[config.mk]
export PLATFORM = sky130hd
export DESIGN_NAME = control_unit
export DESIGN_NICKNAME = d
export VERILOG_FILES = /design/src/verilog/rv_isa_pkg.sv /design/src/verilog/rv_ctrl_pkg.sv /design/src/verilog/inst_decoder.sv /design/src/verilog/int_control.sv /design/src/verilog/fp_control.sv /design/src/verilog/ctrl_register.sv /design/src/verilog/control_unit.sv
export SDC_FILE = /design/constraint.sdc
export NUM_CORES = 1
export LEC_CHECK = 0
export BUFFER_PORTS_ARGS = -buffer_cell sky130_fd_sc_hd__buf_2
export CORE_ASPECT_RATIO = 0.8
export CORE_MARGIN = 2
export CORE_UTILIZATION = 44
export DETAILED_ROUTE_END_ITERATION = 7
export PLACE_DENSITY = 0.73
export SLEW_MARGIN = 20
export SYNTH_ARGS = -nofsm -noshare
export SYNTH_HDL_FRONTEND = slang
export SYNTH_SLANG_ARGS = --single-unit
[constraint.sdc]
create_clock -name clk -period 1.49 [get_ports clk]
set_clock_uncertainty 0.1 [all_clocks]
set_input_delay 0.149 -clock clk [delete_from_list [all_inputs] [get_ports clk]]
set_output_delay 0.149 -clock clk [all_outputs]
set_load 0.05 [all_outputs]
[src/verilog/rv_isa_pkg.sv]
// RV32 major opcodes, funct codes, SYSTEM immediates and the instruction word union
`default_nettype none

package rv_isa_pkg;

  // Major opcodes kept by this core
  localparam logic [6:0] op_lui      = 7'b0110111;
  localparam logic [6:0] op_auipc    = 7'b0010111;
  localparam logic [6:0] op_jal      = 7'b1101111;
  localparam logic [6:0] op_jalr     = 7'b1100111;
  localparam logic [6:0] op_branch   = 7'b1100011;
  localparam logic [6:0] op_load     = 7'b0000011;
  localparam logic [6:0] op_store    = 7'b0100011;
  localparam logic [6:0] op_imm      = 7'b0010011;
  localparam logic [6:0] op_op       = 7'b0110011;
  localparam logic [6:0] op_fence    = 7'b0001111;
  localparam logic [6:0] op_system   = 7'b1110011;
  localparam logic [6:0] op_load_fp  = 7'b0000111;  // FLW
  localparam logic [6:0] op_store_fp = 7'b0100111;  // FSW
  localparam logic [6:0] op_op_fp    = 7'b1010011;
  localparam logic [6:0] op_madd     = 7'b1000011;  // Fused multiply-add group
  localparam logic [6:0] op_msub     = 7'b1000111;
  localparam logic [6:0] op_nmsub    = 7'b1001011;
  localparam logic [6:0] op_nmadd    = 7'b1001111;

  localparam logic [2:0] funct3_priv   = 3'b000;     // ECALL, EBREAK, MRET
  localparam int         csr_imm_bit   = 2;          // funct3 bit picking uimm over rs1
  localparam logic [2:0] funct3_word   = 3'b010;     // 32-bit FP load/store width
  localparam logic [2:0] rm_dyn        = 3'b111;     // Rounding mode taken from fcsr
  localparam logic [6:0] funct7_muldiv = 7'b0000001;
  localparam logic [1:0] fmt_single    = 2'b00;

  // funct12 of the privileged SYSTEM words
  localparam logic [11:0] priv_ecall  = 12'h000;
  localparam logic [11:0] priv_ebreak = 12'h001;
  localparam logic [11:0] priv_mret   = 12'h302;

  typedef struct packed {
    logic [6:0] funct7;
    logic [4:0] rs2;
    logic [4:0] rs1;
    logic [2:0] funct3;
    logic [4:0] rd;
    logic [6:0] opcode;
  } r_fields_t;

  // FP view, funct7 splits into funct5 and format, funct3 is rounding mode
  typedef struct packed {
    logic [4:0] rs3;
    logic [1:0] fmt;
    logic [4:0] rs2;
    logic [4:0] rs1;
    logic [2:0] rm;
    logic [4:0] rd;
    logic [6:0] opcode;
  } r4_fields_t;

  typedef union packed {
    r_fields_t  r_fields;
    r4_fields_t r4_fields;
  } inst_word_t;

endpackage

`default_nettype wire

[src/verilog/rv_ctrl_pkg.sv]
// Control output encodings: ALU ops, write-back sources, immediate formats, FP ops, M ops
`default_nettype none

package rv_ctrl_pkg;

  localparam int alu_w  = 4;
  localparam int wb_w   = 3;
  localparam int imm_w  = 3;
  localparam int fpop_w = 5;
  localparam int mdop_w = 4;  // {1'b0, funct3} of the M instruction

  // Integer ALU operations
  localparam logic [alu_w-1:0] alu_add  = 4'd0;
  localparam logic [alu_w-1:0] alu_sub  = 4'd1;
  localparam logic [alu_w-1:0] alu_sll  = 4'd2;
  localparam logic [alu_w-1:0] alu_slt  = 4'd3;
  localparam logic [alu_w-1:0] alu_sltu = 4'd4;
  localparam logic [alu_w-1:0] alu_xor  = 4'd5;
  localparam logic [alu_w-1:0] alu_srl  = 4'd6;
  localparam logic [alu_w-1:0] alu_sra  = 4'd7;
  localparam logic [alu_w-1:0] alu_or   = 4'd8;
  localparam logic [alu_w-1:0] alu_and  = 4'd9;

  // Write-back sources, 5 is unused without atomics
  localparam logic [wb_w-1:0] wb_alu     = 3'd0;
  localparam logic [wb_w-1:0] wb_mem     = 3'd1;
  localparam logic [wb_w-1:0] wb_pc4     = 3'd2;
  localparam logic [wb_w-1:0] wb_csr     = 3'd3;
  localparam logic [wb_w-1:0] wb_mdu     = 3'd4;
  localparam logic [wb_w-1:0] wb_fpu_int = 3'd6;

  localparam logic [imm_w-1:0] imm_i = 3'd0;
  localparam logic [imm_w-1:0] imm_s = 3'd1;
  localparam logic [imm_w-1:0] imm_b = 3'd2;
  localparam logic [imm_w-1:0] imm_u = 3'd3;
  localparam logic [imm_w-1:0] imm_j = 3'd4;

  // FP unit operations
  localparam logic [fpop_w-1:0] fp_add    = 5'd0;
  localparam logic [fpop_w-1:0] fp_sub    = 5'd1;
  localparam logic [fpop_w-1:0] fp_mul    = 5'd2;
  localparam logic [fpop_w-1:0] fp_div    = 5'd3;
  localparam logic [fpop_w-1:0] fp_sqrt   = 5'd4;
  localparam logic [fpop_w-1:0] fp_sgnj   = 5'd5;
  localparam logic [fpop_w-1:0] fp_sgnjn  = 5'd6;
  localparam logic [fpop_w-1:0] fp_sgnjx  = 5'd7;
  localparam logic [fpop_w-1:0] fp_min    = 5'd8;
  localparam logic [fpop_w-1:0] fp_max    = 5'd9;
  localparam logic [fpop_w-1:0] fp_cvt    = 5'd10;
  localparam logic [fpop_w-1:0] fp_cmp    = 5'd11;
  localparam logic [fpop_w-1:0] fp_class  = 5'd12;
  localparam logic [fpop_w-1:0] fp_fma    = 5'd13;
  localparam logic [fpop_w-1:0] fp_fmsub  = 5'd14;
  localparam logic [fpop_w-1:0] fp_fnmsub = 5'd15;
  localparam logic [fpop_w-1:0] fp_fnmadd = 5'd16;
  localparam logic [fpop_w-1:0] fp_mv_xw  = 5'd17;  // FP bits to integer reg
  localparam logic [fpop_w-1:0] fp_mv_wx  = 5'd18;

endpackage

`default_nettype wire

[src/verilog/inst_decoder.sv]
// inst_decoder: instruction field view and instruction class flags
`timescale 1ns/1ns
`default_nettype none

module inst_decoder
  import rv_isa_pkg::*;
#(
  parameter bit has_mul = 1'b1,
  parameter bit has_fp  = 1'b1
) (
  input  logic [31:0] instr,
  output inst_word_t  inst,
  output logic        is_csr,
  output logic        is_ecall,
  output logic        is_ebreak,
  output logic        is_mret,
  output logic        is_mul_div,
  output logic        is_fp
);

  logic [11:0] funct12;
  logic        sys_op;
  logic        priv_op;
  logic        fp_opcode;

  assign inst    = instr;
  assign funct12 = {inst.r_fields.funct7, inst.r_fields.rs2};
  assign sys_op  = (inst.r_fields.opcode == op_system);

  // Privileged forms need rd and rs1 both x0
  assign priv_op = sys_op && (inst.r_fields.funct3 == funct3_priv)
                   && (inst.r_fields.rd == 5'd0) && (inst.r_fields.rs1 == 5'd0);

  // funct3 100 is reserved, 000 is the privileged group
  assign is_csr    = sys_op && (inst.r_fields.funct3[1:0] != 2'b00);
  assign is_ecall  = priv_op && (funct12 == priv_ecall);
  assign is_ebreak = priv_op && (funct12 == priv_ebreak);
  assign is_mret   = priv_op && (funct12 == priv_mret);

  assign is_mul_div = has_mul && (inst.r_fields.opcode == op_op)
                      && (inst.r_fields.funct7 == funct7_muldiv);

  // Any of the seven F opcodes
  assign fp_opcode = inst.r_fields.opcode inside {op_load_fp, op_store_fp, op_op_fp,
                                                   op_madd, op_msub, op_nmsub, op_nmadd};
  assign is_fp     = has_fp && fp_opcode;  // Without an FPU these fall to illegal

endmodule

`default_nettype wire

[src/verilog/int_control.sv]
// int_control: base integer, M-extension and SYSTEM control generation
`timescale 1ns/1ns
`default_nettype none

module int_control
  import rv_isa_pkg::*;
  import rv_ctrl_pkg::*;
(
  input  inst_word_t        inst,
  input  logic              is_csr,
  input  logic              is_ecall,
  input  logic              is_ebreak,
  input  logic              is_mret,
  input  logic              is_mul_div,
  input  logic              is_fp,
  output logic              reg_write,
  output logic              mem_read,
  output logic              mem_write,
  output logic              branch,
  output logic              jump,
  output logic [alu_w-1:0]  alu_control,
  output logic              alu_src,     // 1 selects the immediate
  output logic [wb_w-1:0]   wb_sel,
  output logic [imm_w-1:0]  imm_sel,
  output logic              csr_we,
  output logic              csr_src,     // 1 selects uimm
  output logic              mul_div_en,
  output logic [mdop_w-1:0] mul_div_op,
  output logic              int_illegal
);

  logic [6:0] opcode;
  logic [2:0] funct3;
  logic [6:0] funct7;

  assign opcode = inst.r_fields.opcode;
  assign funct3 = inst.r_fields.funct3;
  assign funct7 = inst.r_fields.funct7;

  // ALU op from funct3, bit 30 picks SUB (R-type only) and SRA
  function automatic logic [alu_w-1:0] alu_op(
    input logic [2:0] f3,
    input logic [6:0] f7,
    input logic       reg_op
  );
    case (f3)
      3'b000:  alu_op = (reg_op && f7[5]) ? alu_sub : alu_add;
      3'b001:  alu_op = alu_sll;
      3'b010:  alu_op = alu_slt;
      3'b011:  alu_op = alu_sltu;
      3'b100:  alu_op = alu_xor;
      3'b101:  alu_op = f7[5] ? alu_sra : alu_srl;
      3'b110:  alu_op = alu_or;
      default: alu_op = alu_and;
    endcase
  endfunction

  always_comb begin
    reg_write   = 1'b0;
    mem_read    = 1'b0;
    mem_write   = 1'b0;
    branch      = 1'b0;
    jump        = 1'b0;
    alu_control = alu_add;
    alu_src     = 1'b0;
    wb_sel      = wb_alu;
    imm_sel     = imm_i;
    csr_we      = 1'b0;
    csr_src     = 1'b0;
    mul_div_en  = 1'b0;
    mul_div_op  = '0;
    int_illegal = 1'b0;
    case (opcode)
      op_lui, op_auipc: begin  // ALU adds U-immediate to zero or PC
        reg_write = 1'b1;
        alu_src   = 1'b1;
        imm_sel   = imm_u;
      end
      op_jal: begin
        reg_write = 1'b1;
        jump      = 1'b1;
        wb_sel    = wb_pc4;  // Link address
        imm_sel   = imm_j;
      end
      op_jalr: begin  // Target is rs1 + imm
        reg_write = 1'b1;
        jump      = 1'b1;
        alu_src   = 1'b1;
        wb_sel    = wb_pc4;
      end
      op_branch: begin
        branch      = 1'b1;
        alu_control = alu_sub;  // Compare by subtraction
        imm_sel     = imm_b;
      end
      op_load: begin
        reg_write = 1'b1;
        mem_read  = 1'b1;
        alu_src   = 1'b1;  // Address rs1 + offset
        wb_sel    = wb_mem;
      end
      op_store: begin
        mem_write = 1'b1;
        alu_src   = 1'b1;
        imm_sel   = imm_s;
      end
      op_imm: begin
        reg_write   = 1'b1;
        alu_src     = 1'b1;
        alu_control = alu_op(funct3, funct7, 1'b0);
      end
      op_op: begin
        if (is_mul_div) begin
          reg_write  = 1'b1;
          mul_div_en = 1'b1;
          mul_div_op = {1'b0, funct3};  // MUL..REMU
          wb_sel     = wb_mdu;
        end else if (funct7 == funct7_muldiv) begin
          int_illegal = 1'b1;  // M encoding, no multiplier built
        end else begin
          reg_write   = 1'b1;
          alu_control = alu_op(funct3, funct7, 1'b1);
        end
      end
      op_fence: ;  // In-order core, nothing to order
      op_system: begin
        if (is_csr) begin
          reg_write = 1'b1;  // Old CSR value to rd
          wb_sel    = wb_csr;
          csr_we    = 1'b1;
          csr_src   = funct3[csr_imm_bit];
        end else if (is_mret) begin
          jump = 1'b1;  // Return through mepc
        end else if (!(is_ecall || is_ebreak)) begin
          int_illegal = 1'b1;  // ECALL/EBREAK raise their trap later
        end
      end
      default: int_illegal = !is_fp;  // FP opcodes belong to fp_control
    endcase
  end

endmodule

`default_nettype wire

[src/verilog/fp_control.sv]
// fp_control: single-precision F-extension control generation
`timescale 1ns/1ns
`default_nettype none

module fp_control
  import rv_isa_pkg::*;
  import rv_ctrl_pkg::*;
(
  input  inst_word_t        inst,
  input  logic              is_fp,
  output logic              fp_reg_write,
  output logic              int_reg_write_fp,  // Result to an x register
  output logic              fp_mem_op,
  output logic              fp_alu_en,
  output logic [fpop_w-1:0] fp_alu_op,
  output logic              fp_use_dynamic_rm,
  output logic              mem_read,
  output logic              mem_write,
  output logic              alu_src,
  output logic [imm_w-1:0]  imm_sel,
  output logic [wb_w-1:0]   wb_sel,
  output logic              fp_illegal
);

  logic [4:0] funct5;
  logic       single;
  logic       dyn_rm;

  assign funct5 = inst.r4_fields.rs3;
  assign single = (inst.r4_fields.fmt == fmt_single);
  assign dyn_rm = (inst.r4_fields.rm == rm_dyn);

  always_comb begin
    fp_reg_write      = 1'b0;
    int_reg_write_fp  = 1'b0;
    fp_mem_op         = 1'b0;
    fp_alu_en         = 1'b0;
    fp_alu_op         = fp_add;
    fp_use_dynamic_rm = 1'b0;
    mem_read          = 1'b0;
    mem_write         = 1'b0;
    alu_src           = 1'b0;
    imm_sel           = imm_i;
    wb_sel            = wb_alu;
    fp_illegal        = 1'b0;
    if (is_fp) begin
      case (inst.r4_fields.opcode)
        op_load_fp, op_store_fp: begin
          if (inst.r4_fields.rm == funct3_word) begin  // FLW or FSW
            fp_mem_op    = 1'b1;
            alu_src      = 1'b1;
            fp_reg_write = !inst.r4_fields.opcode[5];  // Bit 5 set for store
            mem_read     = !inst.r4_fields.opcode[5];
            mem_write    = inst.r4_fields.opcode[5];
            imm_sel      = inst.r4_fields.opcode[5] ? imm_s : imm_i;
            wb_sel       = inst.r4_fields.opcode[5] ? wb_alu : wb_mem;
          end else begin
            fp_illegal = 1'b1;  // FLD/FSD and odd widths
          end
        end
        op_madd, op_msub, op_nmsub, op_nmadd: begin
          if (single) begin
            fp_reg_write      = 1'b1;
            fp_alu_en         = 1'b1;
            fp_use_dynamic_rm = dyn_rm;
            case (inst.r4_fields.opcode)
              op_madd:  fp_alu_op = fp_fma;
              op_msub:  fp_alu_op = fp_fmsub;
              op_nmsub: fp_alu_op = fp_fnmsub;
              default:  fp_alu_op = fp_fnmadd;
            endcase
          end else begin
            fp_illegal = 1'b1;
          end
        end
        op_op_fp: begin
          if (!single) begin
            fp_illegal = 1'b1;  // No double precision
          end else begin
            case (funct5)
              5'b00000, 5'b00001, 5'b00010, 5'b00011, 5'b01011: begin
                fp_reg_write      = 1'b1;
                fp_alu_en         = 1'b1;
                fp_use_dynamic_rm = dyn_rm;
                case (funct5)
                  5'b00000: fp_alu_op = fp_add;
                  5'b00001: fp_alu_op = fp_sub;
                  5'b00010: fp_alu_op = fp_mul;
                  5'b00011: fp_alu_op = fp_div;
                  default:  fp_alu_op = fp_sqrt;
                endcase
              end
              5'b00100: begin  // Sign injection, variant in funct3
                case (inst.r4_fields.rm)
                  3'b000:  fp_alu_op = fp_sgnj;
                  3'b001:  fp_alu_op = fp_sgnjn;
                  3'b010:  fp_alu_op = fp_sgnjx;
                  default: fp_illegal = 1'b1;
                endcase
                fp_reg_write = !fp_illegal;
                fp_alu_en    = !fp_illegal;
              end
              5'b00101: begin
                fp_reg_write = 1'b1;
                fp_alu_en    = 1'b1;
                fp_alu_op    = inst.r4_fields.rm[0] ? fp_max : fp_min;
              end
              5'b11000, 5'b11010: begin  // FCVT.W[U].S, bit 1 turns it to FCVT.S.W[U]
                int_reg_write_fp  = !funct5[1];
                fp_reg_write      = funct5[1];
                wb_sel            = funct5[1] ? wb_alu : wb_fpu_int;
                fp_alu_en         = 1'b1;
                fp_alu_op         = fp_cvt;
                fp_use_dynamic_rm = dyn_rm;
              end
              5'b10100: begin  // FEQ, FLT, FLE
                int_reg_write_fp = 1'b1;
                fp_alu_en        = 1'b1;
                fp_alu_op        = fp_cmp;
                wb_sel           = wb_fpu_int;
              end
              5'b11100: begin
                int_reg_write_fp = 1'b1;
                wb_sel           = wb_fpu_int;
                case (inst.r4_fields.rm)
                  3'b000: fp_alu_op = fp_mv_xw;  // Raw move, ALU idle
                  3'b001: begin
                    fp_alu_en = 1'b1;
                    fp_alu_op = fp_class;
                  end
                  default: fp_illegal = 1'b1;
                endcase
              end
              5'b11110: begin
                fp_reg_write = 1'b1;
                fp_alu_op    = fp_mv_wx;
              end
              default: fp_illegal = 1'b1;
            endcase
          end
        end
        default: fp_illegal = 1'b1;
      endcase
    end
  end

endmodule

`default_nettype wire

[src/verilog/ctrl_register.sv]
// ctrl_register: int/FP control merge, illegal flag and decode/execute pipeline register
`timescale 1ns/1ns
`default_nettype none

module ctrl_register
  import rv_ctrl_pkg::*;
(
  input  logic              clk,
  input  logic              reset,
  input  logic              instr_valid,
  input  logic              is_fp,
  input  logic              dec_reg_write,
  input  logic              dec_branch,
  input  logic              dec_jump,
  input  logic [alu_w-1:0]  dec_alu_control,
  input  logic              dec_csr_we,
  input  logic              dec_csr_src,
  input  logic              dec_mul_div_en,
  input  logic [mdop_w-1:0] dec_mul_div_op,
  input  logic              int_mem_read,
  input  logic              int_mem_write,
  input  logic              int_alu_src,
  input  logic [wb_w-1:0]   int_wb_sel,
  input  logic [imm_w-1:0]  int_imm_sel,
  input  logic              int_illegal,
  input  logic              dec_fp_reg_write,
  input  logic              dec_int_reg_write_fp,
  input  logic              dec_fp_mem_op,
  input  logic              dec_fp_alu_en,
  input  logic [fpop_w-1:0] dec_fp_alu_op,
  input  logic              dec_fp_use_dynamic_rm,
  input  logic              fp_mem_read,
  input  logic              fp_mem_write,
  input  logic              fp_alu_src,
  input  logic [wb_w-1:0]   fp_wb_sel,
  input  logic [imm_w-1:0]  fp_imm_sel,
  input  logic              fp_illegal,
  output logic              reg_write,
  output logic              mem_read,
  output logic              mem_write,
  output logic              branch,
  output logic              jump,
  output logic [alu_w-1:0]  alu_control,
  output logic              alu_src,
  output logic [wb_w-1:0]   wb_sel,
  output logic [imm_w-1:0]  imm_sel,
  output logic              csr_we,
  output logic              csr_src,
  output logic              mul_div_en,
  output logic [mdop_w-1:0] mul_div_op,
  output logic              fp_reg_write,
  output logic              int_reg_write_fp,
  output logic              fp_mem_op,
  output logic              fp_alu_en,
  output logic [fpop_w-1:0] fp_alu_op,
  output logic              fp_use_dynamic_rm,
  output logic              illegal_inst,
  output logic              ctrl_valid
);

  // 16 single-bit controls plus the encoded fields
  localparam int ctrl_bits = 16 + alu_w + wb_w + imm_w + mdop_w + fpop_w;

  logic [ctrl_bits-1:0] next_ctrl;
  logic [ctrl_bits-1:0] ctrl_q;

  // Memory, operand and write-back fields come from the FP set on FP opcodes
  assign next_ctrl = {
    dec_reg_write,
    is_fp ? fp_mem_read  : int_mem_read,
    is_fp ? fp_mem_write : int_mem_write,
    dec_branch,
    dec_jump,
    dec_alu_control,
    is_fp ? fp_alu_src   : int_alu_src,
    is_fp ? fp_wb_sel    : int_wb_sel,
    is_fp ? fp_imm_sel   : int_imm_sel,
    dec_csr_we,
    dec_csr_src,
    dec_mul_div_en,
    dec_mul_div_op,
    dec_fp_reg_write,
    dec_int_reg_write_fp,
    dec_fp_mem_op,
    dec_fp_alu_en,
    dec_fp_alu_op,
    dec_fp_use_dynamic_rm,
    int_illegal | fp_illegal,
    1'b1                         // Becomes ctrl_valid
  };

  always_ff @(posedge clk) begin
    if (reset || !instr_valid) begin
      ctrl_q <= '0;  // Bubble, nothing issues
    end else begin
      ctrl_q <= next_ctrl;
    end
  end

  assign {reg_write, mem_read, mem_write, branch, jump, alu_control, alu_src, wb_sel,
          imm_sel, csr_we, csr_src, mul_div_en, mul_div_op, fp_reg_write,
          int_reg_write_fp, fp_mem_op, fp_alu_en, fp_alu_op, fp_use_dynamic_rm,
          illegal_inst, ctrl_valid} = ctrl_q;

endmodule

`default_nettype wire

[src/verilog/control_unit.sv]
// control_unit: decode stage top, decoder, control generators and pipeline register
`timescale 1ns/1ns
`default_nettype none

module control_unit
  import rv_isa_pkg::*;
  import rv_ctrl_pkg::*;
#(
  parameter bit has_mul = 1'b1,
  parameter bit has_fp  = 1'b1
) (
  input  logic              clk,
  input  logic              reset,
  input  logic [31:0]       instr,
  input  logic              instr_valid,  // One cycle per instruction
  output logic              reg_write,
  output logic              mem_read,
  output logic              mem_write,
  output logic              branch,
  output logic              jump,
  output logic [alu_w-1:0]  alu_control,
  output logic              alu_src,
  output logic [wb_w-1:0]   wb_sel,
  output logic [imm_w-1:0]  imm_sel,
  output logic              csr_we,
  output logic              csr_src,
  output logic              mul_div_en,
  output logic [mdop_w-1:0] mul_div_op,
  output logic              fp_reg_write,
  output logic              int_reg_write_fp,
  output logic              fp_mem_op,
  output logic              fp_alu_en,
  output logic [fpop_w-1:0] fp_alu_op,
  output logic              fp_use_dynamic_rm,
  output logic              illegal_inst,
  output logic              ctrl_valid
);

  inst_word_t        inst;
  logic              is_csr;
  logic              is_ecall;
  logic              is_ebreak;
  logic              is_mret;
  logic              is_mul_div;
  logic              is_fp;
  logic              dec_reg_write;  // Integer set, before the register
  logic              dec_branch;
  logic              dec_jump;
  logic [alu_w-1:0]  dec_alu_control;
  logic              dec_csr_we;
  logic              dec_csr_src;
  logic              dec_mul_div_en;
  logic [mdop_w-1:0] dec_mul_div_op;
  logic              int_mem_read;
  logic              int_mem_write;
  logic              int_alu_src;
  logic [wb_w-1:0]   int_wb_sel;
  logic [imm_w-1:0]  int_imm_sel;
  logic              int_illegal;
  logic              dec_fp_reg_write;  // FP set
  logic              dec_int_reg_write_fp;
  logic              dec_fp_mem_op;
  logic              dec_fp_alu_en;
  logic [fpop_w-1:0] dec_fp_alu_op;
  logic              dec_fp_use_dynamic_rm;
  logic              fp_mem_read;
  logic              fp_mem_write;
  logic              fp_alu_src;
  logic [wb_w-1:0]   fp_wb_sel;
  logic [imm_w-1:0]  fp_imm_sel;
  logic              fp_illegal;

  inst_decoder #(.has_mul(has_mul), .has_fp(has_fp)) u_dec (.*);

  int_control u_int (
    .inst, .is_csr, .is_ecall, .is_ebreak, .is_mret, .is_mul_div, .is_fp,
    .reg_write(dec_reg_write), .mem_read(int_mem_read), .mem_write(int_mem_write),
    .branch(dec_branch), .jump(dec_jump), .alu_control(dec_alu_control),
    .alu_src(int_alu_src), .wb_sel(int_wb_sel), .imm_sel(int_imm_sel),
    .csr_we(dec_csr_we), .csr_src(dec_csr_src), .mul_div_en(dec_mul_div_en),
    .mul_div_op(dec_mul_div_op), .int_illegal
  );

  fp_control u_fp (
    .inst, .is_fp,
    .fp_reg_write(dec_fp_reg_write), .int_reg_write_fp(dec_int_reg_write_fp),
    .fp_mem_op(dec_fp_mem_op), .fp_alu_en(dec_fp_alu_en), .fp_alu_op(dec_fp_alu_op),
    .fp_use_dynamic_rm(dec_fp_use_dynamic_rm), .mem_read(fp_mem_read),
    .mem_write(fp_mem_write), .alu_src(fp_alu_src), .imm_sel(fp_imm_sel),
    .wb_sel(fp_wb_sel), .fp_illegal
  );

  // Names line up one to one with the register ports
  ctrl_register u_reg (.*);

endmodule

`default_nettype wire

### Word-level counts from Yosys, hierarchy flattened

Index checks and enable logic that the tools add are counted.

| storage, ports and cells | value |
|---|---|
| register bits | 35 |
| output and inout bits | 35 |
| word-level logic and storage cells | 184 |

| cells by class | value |
|---|---|
| eq/ne operators | 39 |
| reduce and logical (&&, ||, !) cells | 45 |
| bitwise logic cells | 8 |
| multiplexer cells | 84 |

Operators with widths:

| kind | count |
|---|---|
| 7-bit == test (second input constant) | 9 |
| 4-bit case mux with 7 select lines | 2 |
| 1-bit two-way mux | 47 |
| 3-bit case mux with 4 select lines | 3 |
| 5-bit case mux with 7 select lines | 1 |
| 7-bit by 6-bit == test with 1-bit output (second input constant) | 4 |
| 5-bit == test (second input constant) | 5 |
| 3-bit two-way mux | 8 |
| 1-bit case mux with 3 select lines | 7 |
| 5-bit case mux with 2 select lines | 2 |
| 2-bit OR reduction | 9 |
| 9-bit OR reduction | 2 |
| 5-bit zero test | 3 |
| 5-bit case mux with 3 select lines | 1 |
| 7-bit by 5-bit == test with 1-bit output (second input constant) | 2 |
| 7-bit OR reduction | 2 |
| 12-bit by 1-bit == test with 1-bit output (second input constant) | 1 |
| 12-bit by 10-bit == test with 1-bit output (second input constant) | 1 |
| 3-bit == test (second input constant) | 4 |
| 12-bit zero test | 1 |
| 3-bit case mux with 2 select lines | 2 |
| 4-bit case mux with 3 select lines | 1 |
| 6-bit OR reduction | 2 |
| 5-bit by 2-bit == test with 1-bit output (second input constant) | 2 |
| other kinds (27) | 55 |

### Logic depth before layout (Yosys ltp)

| depth | value |
|---|---|
| depth after elaboration | 12 |
| mapped depth | 7 |

### Hierarchy

From an unflattened synthesis, not the netlist that was laid out.

| unflattened totals | value |
|---|---|
| cell total of the unflattened synthesis | 339 |
| area total of the unflattened synthesis | 2,803.9 um2 |

By module, submodules not included:

| module | instances | cells an instance | area an instance (um2) | seq. area each (um2) |
|---|---|---|---|---|
| ctrl_register | 1 | 85 | 1,094.8 | 700.7 |
| fp_control | 1 | 119 | 770.7 | 0.0 |
| int_control | 1 | 76 | 509.2 | 0.0 |
| inst_decoder | 1 | 59 | 429.2 | 0.0 |

### Worst setup path before layout

No wires, ideal clock.

| timing path | value |
|---|---|
| path type | input port to flip-flop |
| start point | input port instr[3] |
| end point | register u_reg.ctrl_q[19] |
| library setup time | 69 ps |
| cell stages on the path | 6 |
| slack | -49 ps |
| path buffers | 1 |
| data required time | 1,321 ps |
| arrival time | 1,371 ps |
| cell sequence | buf_2 > nand3b_1 > or4_4 > a21oi_2 > and2_2 > o21bai_2 |

| between the ends | value |
|---|---|
| cells in the longest elaborated chain, start to end | 4 |

Ends and longest elaborated chain:

| what | RTL line | RTL |
|---|---|---|
| from (decl) | control_unit.sv:14 | `input logic [31:0] instr,` |
| 7-bit by 6-bit == test with 1-bit output, or another cell as far along | int_control.sv:73 | `case (opcode)` |
| 2-bit OR reduction, on equally long branches | -- |  |
| 3-bit case mux with 4 select lines / 3-bit two-way mux (equally long branches) | int_control.sv:73, fp_control.sv:47 |  |
| 3-bit two-way mux (*) | ctrl_register.sv:77 | `is_fp ? fp_imm_sel : int_imm_sel,` |
| to (signal assigned) | ctrl_register.sv:96 | `ctrl_q <= next_ctrl;` |
| to (decl) | ctrl_register.sv:65 | `logic [ctrl_bits-1:0] ctrl_q;` |

Every way passes the cells marked *; elsewhere a longest branch is shown, timed or not.
A chain may end at the register's enable or synchronous reset.

### Final worst setup path

| timing path | value |
|---|---|
| start point | input port instr[12] |
| end point | register u_reg.ctrl_q[19] |

| between the ends | value |
|---|---|
| cells in the longest elaborated chain, start to end | 4 |

Ends and longest elaborated chain:

| what | RTL line | RTL |
|---|---|---|
| 3-bit by 2-bit == test with 1-bit output | fp_control.sv:49 | `if (inst.r4_fields.rm == funct3_word) begin` |
| 3-bit two-way mux | fp_control.sv:49 |  |
| 3-bit two-way mux | fp_control.sv:47 | `case (inst.r4_fields.opcode)` |
| 3-bit two-way mux | ctrl_register.sv:77 |  |

Every way passes these cells.

==> run_results.csv <==
group,metric,value,unit
status,status,"completed",
yosys,synth_commonest_cells,"dfxtp_1 (34), nor2_1 (27), nand2_1 (19), a21oi_1 (14), nand2b_1 (14)",
finish,largest_reg_flops,34,
sta,rsz0062_at_grt,"false",
finish,multi_input_area,0.00110,sq mm
routing,drtAntennaViolNets,0,
finish,syn_to_final_growth,47.4,%
yosys,synth_top_cell_by_area,"dfxtp_1",
yosys,synth_edf_count,0,
finish,reg.largest.list,"u_reg.ctrl_q (34)",
routing,viasPerCell,5.39,
yosys,synthSimpleGateAreaFrac,0.352,
clock_network,htreeDepth,2,
finish,fillers,351,
clock_network,post-cts-setup-buffer-count,0,
yosys,yosysTopAreaCellShare,0.367,
clock_network,clk_pin_slew_worst_paths,0.07,ns
routing,wl,5530,microns
clock_network,clockBufferDepth,2,
floorplanning,initial_utilization,0.449,
finish,drive_above_1_share,0.416,
floorplanning,design.die.area,0.00475,sq mm
critical_path,crit_type,"in -> reg",
yosys,yosys.cell_types.count,60,
finish,regArea,681,sq um
yosys,syn_inst,236,
global_route,grt.overflow.total,0,
yosys,syn_avg_cell_area,7.86,sq um
yosys,synth_top_family_by_area,"simple AND/OR/NAND/NOR gates",
floorplanning,die_w,76.6,microns
finish,regMostFlops,"u_reg.ctrl_q",
sta,slew_viol_final,0,
finish,layout.nets,385,
global_route,grt_use_total,0.248,
routing,drc_errors,0,
power,ir_drop,0.371,mV
finish,stdcell_count,408,
critical_path,required,1.62,ns
min_path,min_path_type,"in -> reg",
clock_network,cts_tree,"yes",
placed_design,hpwl,4430,microns
yosys,ys_seq_area_frac,0.367,
routing,drtPass1Iterations,5,
routing,dr_total_vias,2198,
critical_path,path_delay_family,"simple AND/OR/NAND/NOR gates",
placed_design,port_buffers,68,
critical_path,crit_path_end_kind,"register",
yosys,synthTopCellsByArea,"dfxtp_1 (37%), nor2_1 (5.5%), nand2b_1 (4.7%)",
yosys,netlist_area,0.00185,sq mm
yosys,synthMostInstantiatedCell,"dfxtp_1",
sta,period_share,0.960,
power,combPwrFrac,0.201,
routing,drt_iter0_markers,221,
sta,setup_viol,0,
critical_path,path_cells,"buf_2 > or3b_1 > or4_4 > a21oi_2 > and2_4 > o21bai_2",
sta,hold_viol,0,
finish,final_area,0.00273,sq mm
power,p_sw_frac,0.274,
finish,utilization,0.662,
yosys,synth_xor_area_frac,0.00945,
power,power_frac_clock,0.348,
floorplanning,core_region_area,0.00413,sq mm
finish,diodes,0,
critical_path,cp-start-kind,"input pin",
yosys,synthMuxAreaShare,0,
global_route,antenna_found_initial,0,
placed_design,place_congestion,0.942,
critical_path,crit_buf_inv,1,
yosys,synthAdderAreaFrac,0,
placed_design,post-place-cells,400,
yosys,ys.flop_type,"dfxtp_1",
sta,period_needed,1.43,ns
floorplanning,row_count,21,
yosys,synth_compound_area_frac,0.219,
power,p_leak,0.00129,uW
critical_path,crit_path_max_incr_delay,0.46,ns
yosys,ys_ff_latch,34,
power,netSwitchingPower,556,uW
global_route,grt_pass1_wl,9060,microns
clock_network,clkSinkCount,34,
global_route,grt_pass1_vias,1934,
power,intPower,1470,uW
placed_design,placed_cell_area,0.00263,sq mm
routing,post_drt_wl_per_cell,13.6,microns
yosys,yosys_warnings,0,
clock_network,cts_buffers,5,
sta,fmax,0.699,GHz
power,pwr-share-seq,0.451,
critical_path,cp_max_fo,3,
floorplanning,io_pins,70,
global_route,grt_max_degree,14,
yosys,synthArstFlopShare,0,
clock_network,root_buffer,"clkbuf_8",
critical_path,cp_slowest_cell,"or4_4",
run,drv_cap,0,
yosys,syn-num-nets,271,
floorplanning,fp.dieH,62.1,microns
critical_path,arrival,1.56,ns
power,power_density,743,mW/mm^2
==> power groups by stage <==
| stage | clock, uW | sequential (uW) | combinational [uW] |
|---|---|---|---|
| after floorplan | 0 | 954 | 186 |
| after global placement | 0 | 936 | 392 |
| after detailed placement | 0 | 936 | 399 |
| after CTS | 718 | 915 | 400 |
| after global routing | 764 | 915 | 446 |
| final | 707 | 916 | 407 |
==> through the flow <==
stage               setup WS [ns]  total power [uW]  TNS, ns  hold WS (ns)
floorplan                 -0.0471              1140  -0.0626         0.230
global placement           -0.197              1330    -1.57         0.472
detailed placement         -0.233              1330    -1.76         0.467
CTS                        0.0639              2030        0         0.166
global route              0.00584              2120        0         0.191
finish                     0.0589              2030        0         0.175
==> kinds of logic (layout without fill, tap and decap cells) <==
group,count (synthesis),after routing
and+or+nand+nor,115,115
DFF,34,34
AOI/OAI and AO/OA,61,61
buffers and inverters,23,138
other,1,1
xor gates and xnor gates,2,2
==> layout by cell type, fill, tap and decap left out, types with 3 or more instances in the layout <==
master and instances:
nor3_1 7, buf_4 57, inv_1 4, nand3b_1 3
o21ai_0 10, nand2b_1 14, and2_1 4, nor2_1 27
clkbuf_8 6, a21o_1 4, buf_2 68, nor2b_1 5
o21ai_1 4, dfxtp_1 34, nand2_1 19, nand4_1 6
nor4_1 5, or2_1 3, a21oi_1 14, o22ai_1 3
==> per-layer routing <==
layer,share of wire,track usage,routed length [microns]
met5,0,0,0
met1,0.45,0.337,2460
met2,0.45,0.410,2470
met4,0.010,0.0675,57
met3,0.098,0.0564,544
==> what timing repair did <==
item / CTS / global route
setup endpoints to repair: 0 / 2
resized for setup: 0 / 2
endpoints found under the hold margin: 0 / 0
hold buffers: 0 / 0
==> path summary, 6_finish.rpt <==
check | slack, ns | cells past startpoint | from | to
setup / recovery | 0.06 | 6 | instr[12] | u_reg.ctrl_q[19]
hold / removal | 0.18 | 3 | instr[3] | u_reg.ctrl_q[21]
==> worst min-delay path, cell delays in order <==
cell and delay [ns]:
buf_2 0.12, buf_4 0.12, and3_1 0.14
==> cell type report <==
class | instances | share of cell area
clock buffers | 6 | 0.0302
clock inverters | 2 | 0.00458
inverters | 5 | 0.00687
multi-input cells | 179 | 0.402
flip-flops and latches | 34 | 0.249
well taps | 57 | 0.0261
repair buffers | 125 | 0.281
(Power assumes the default switching activity.)
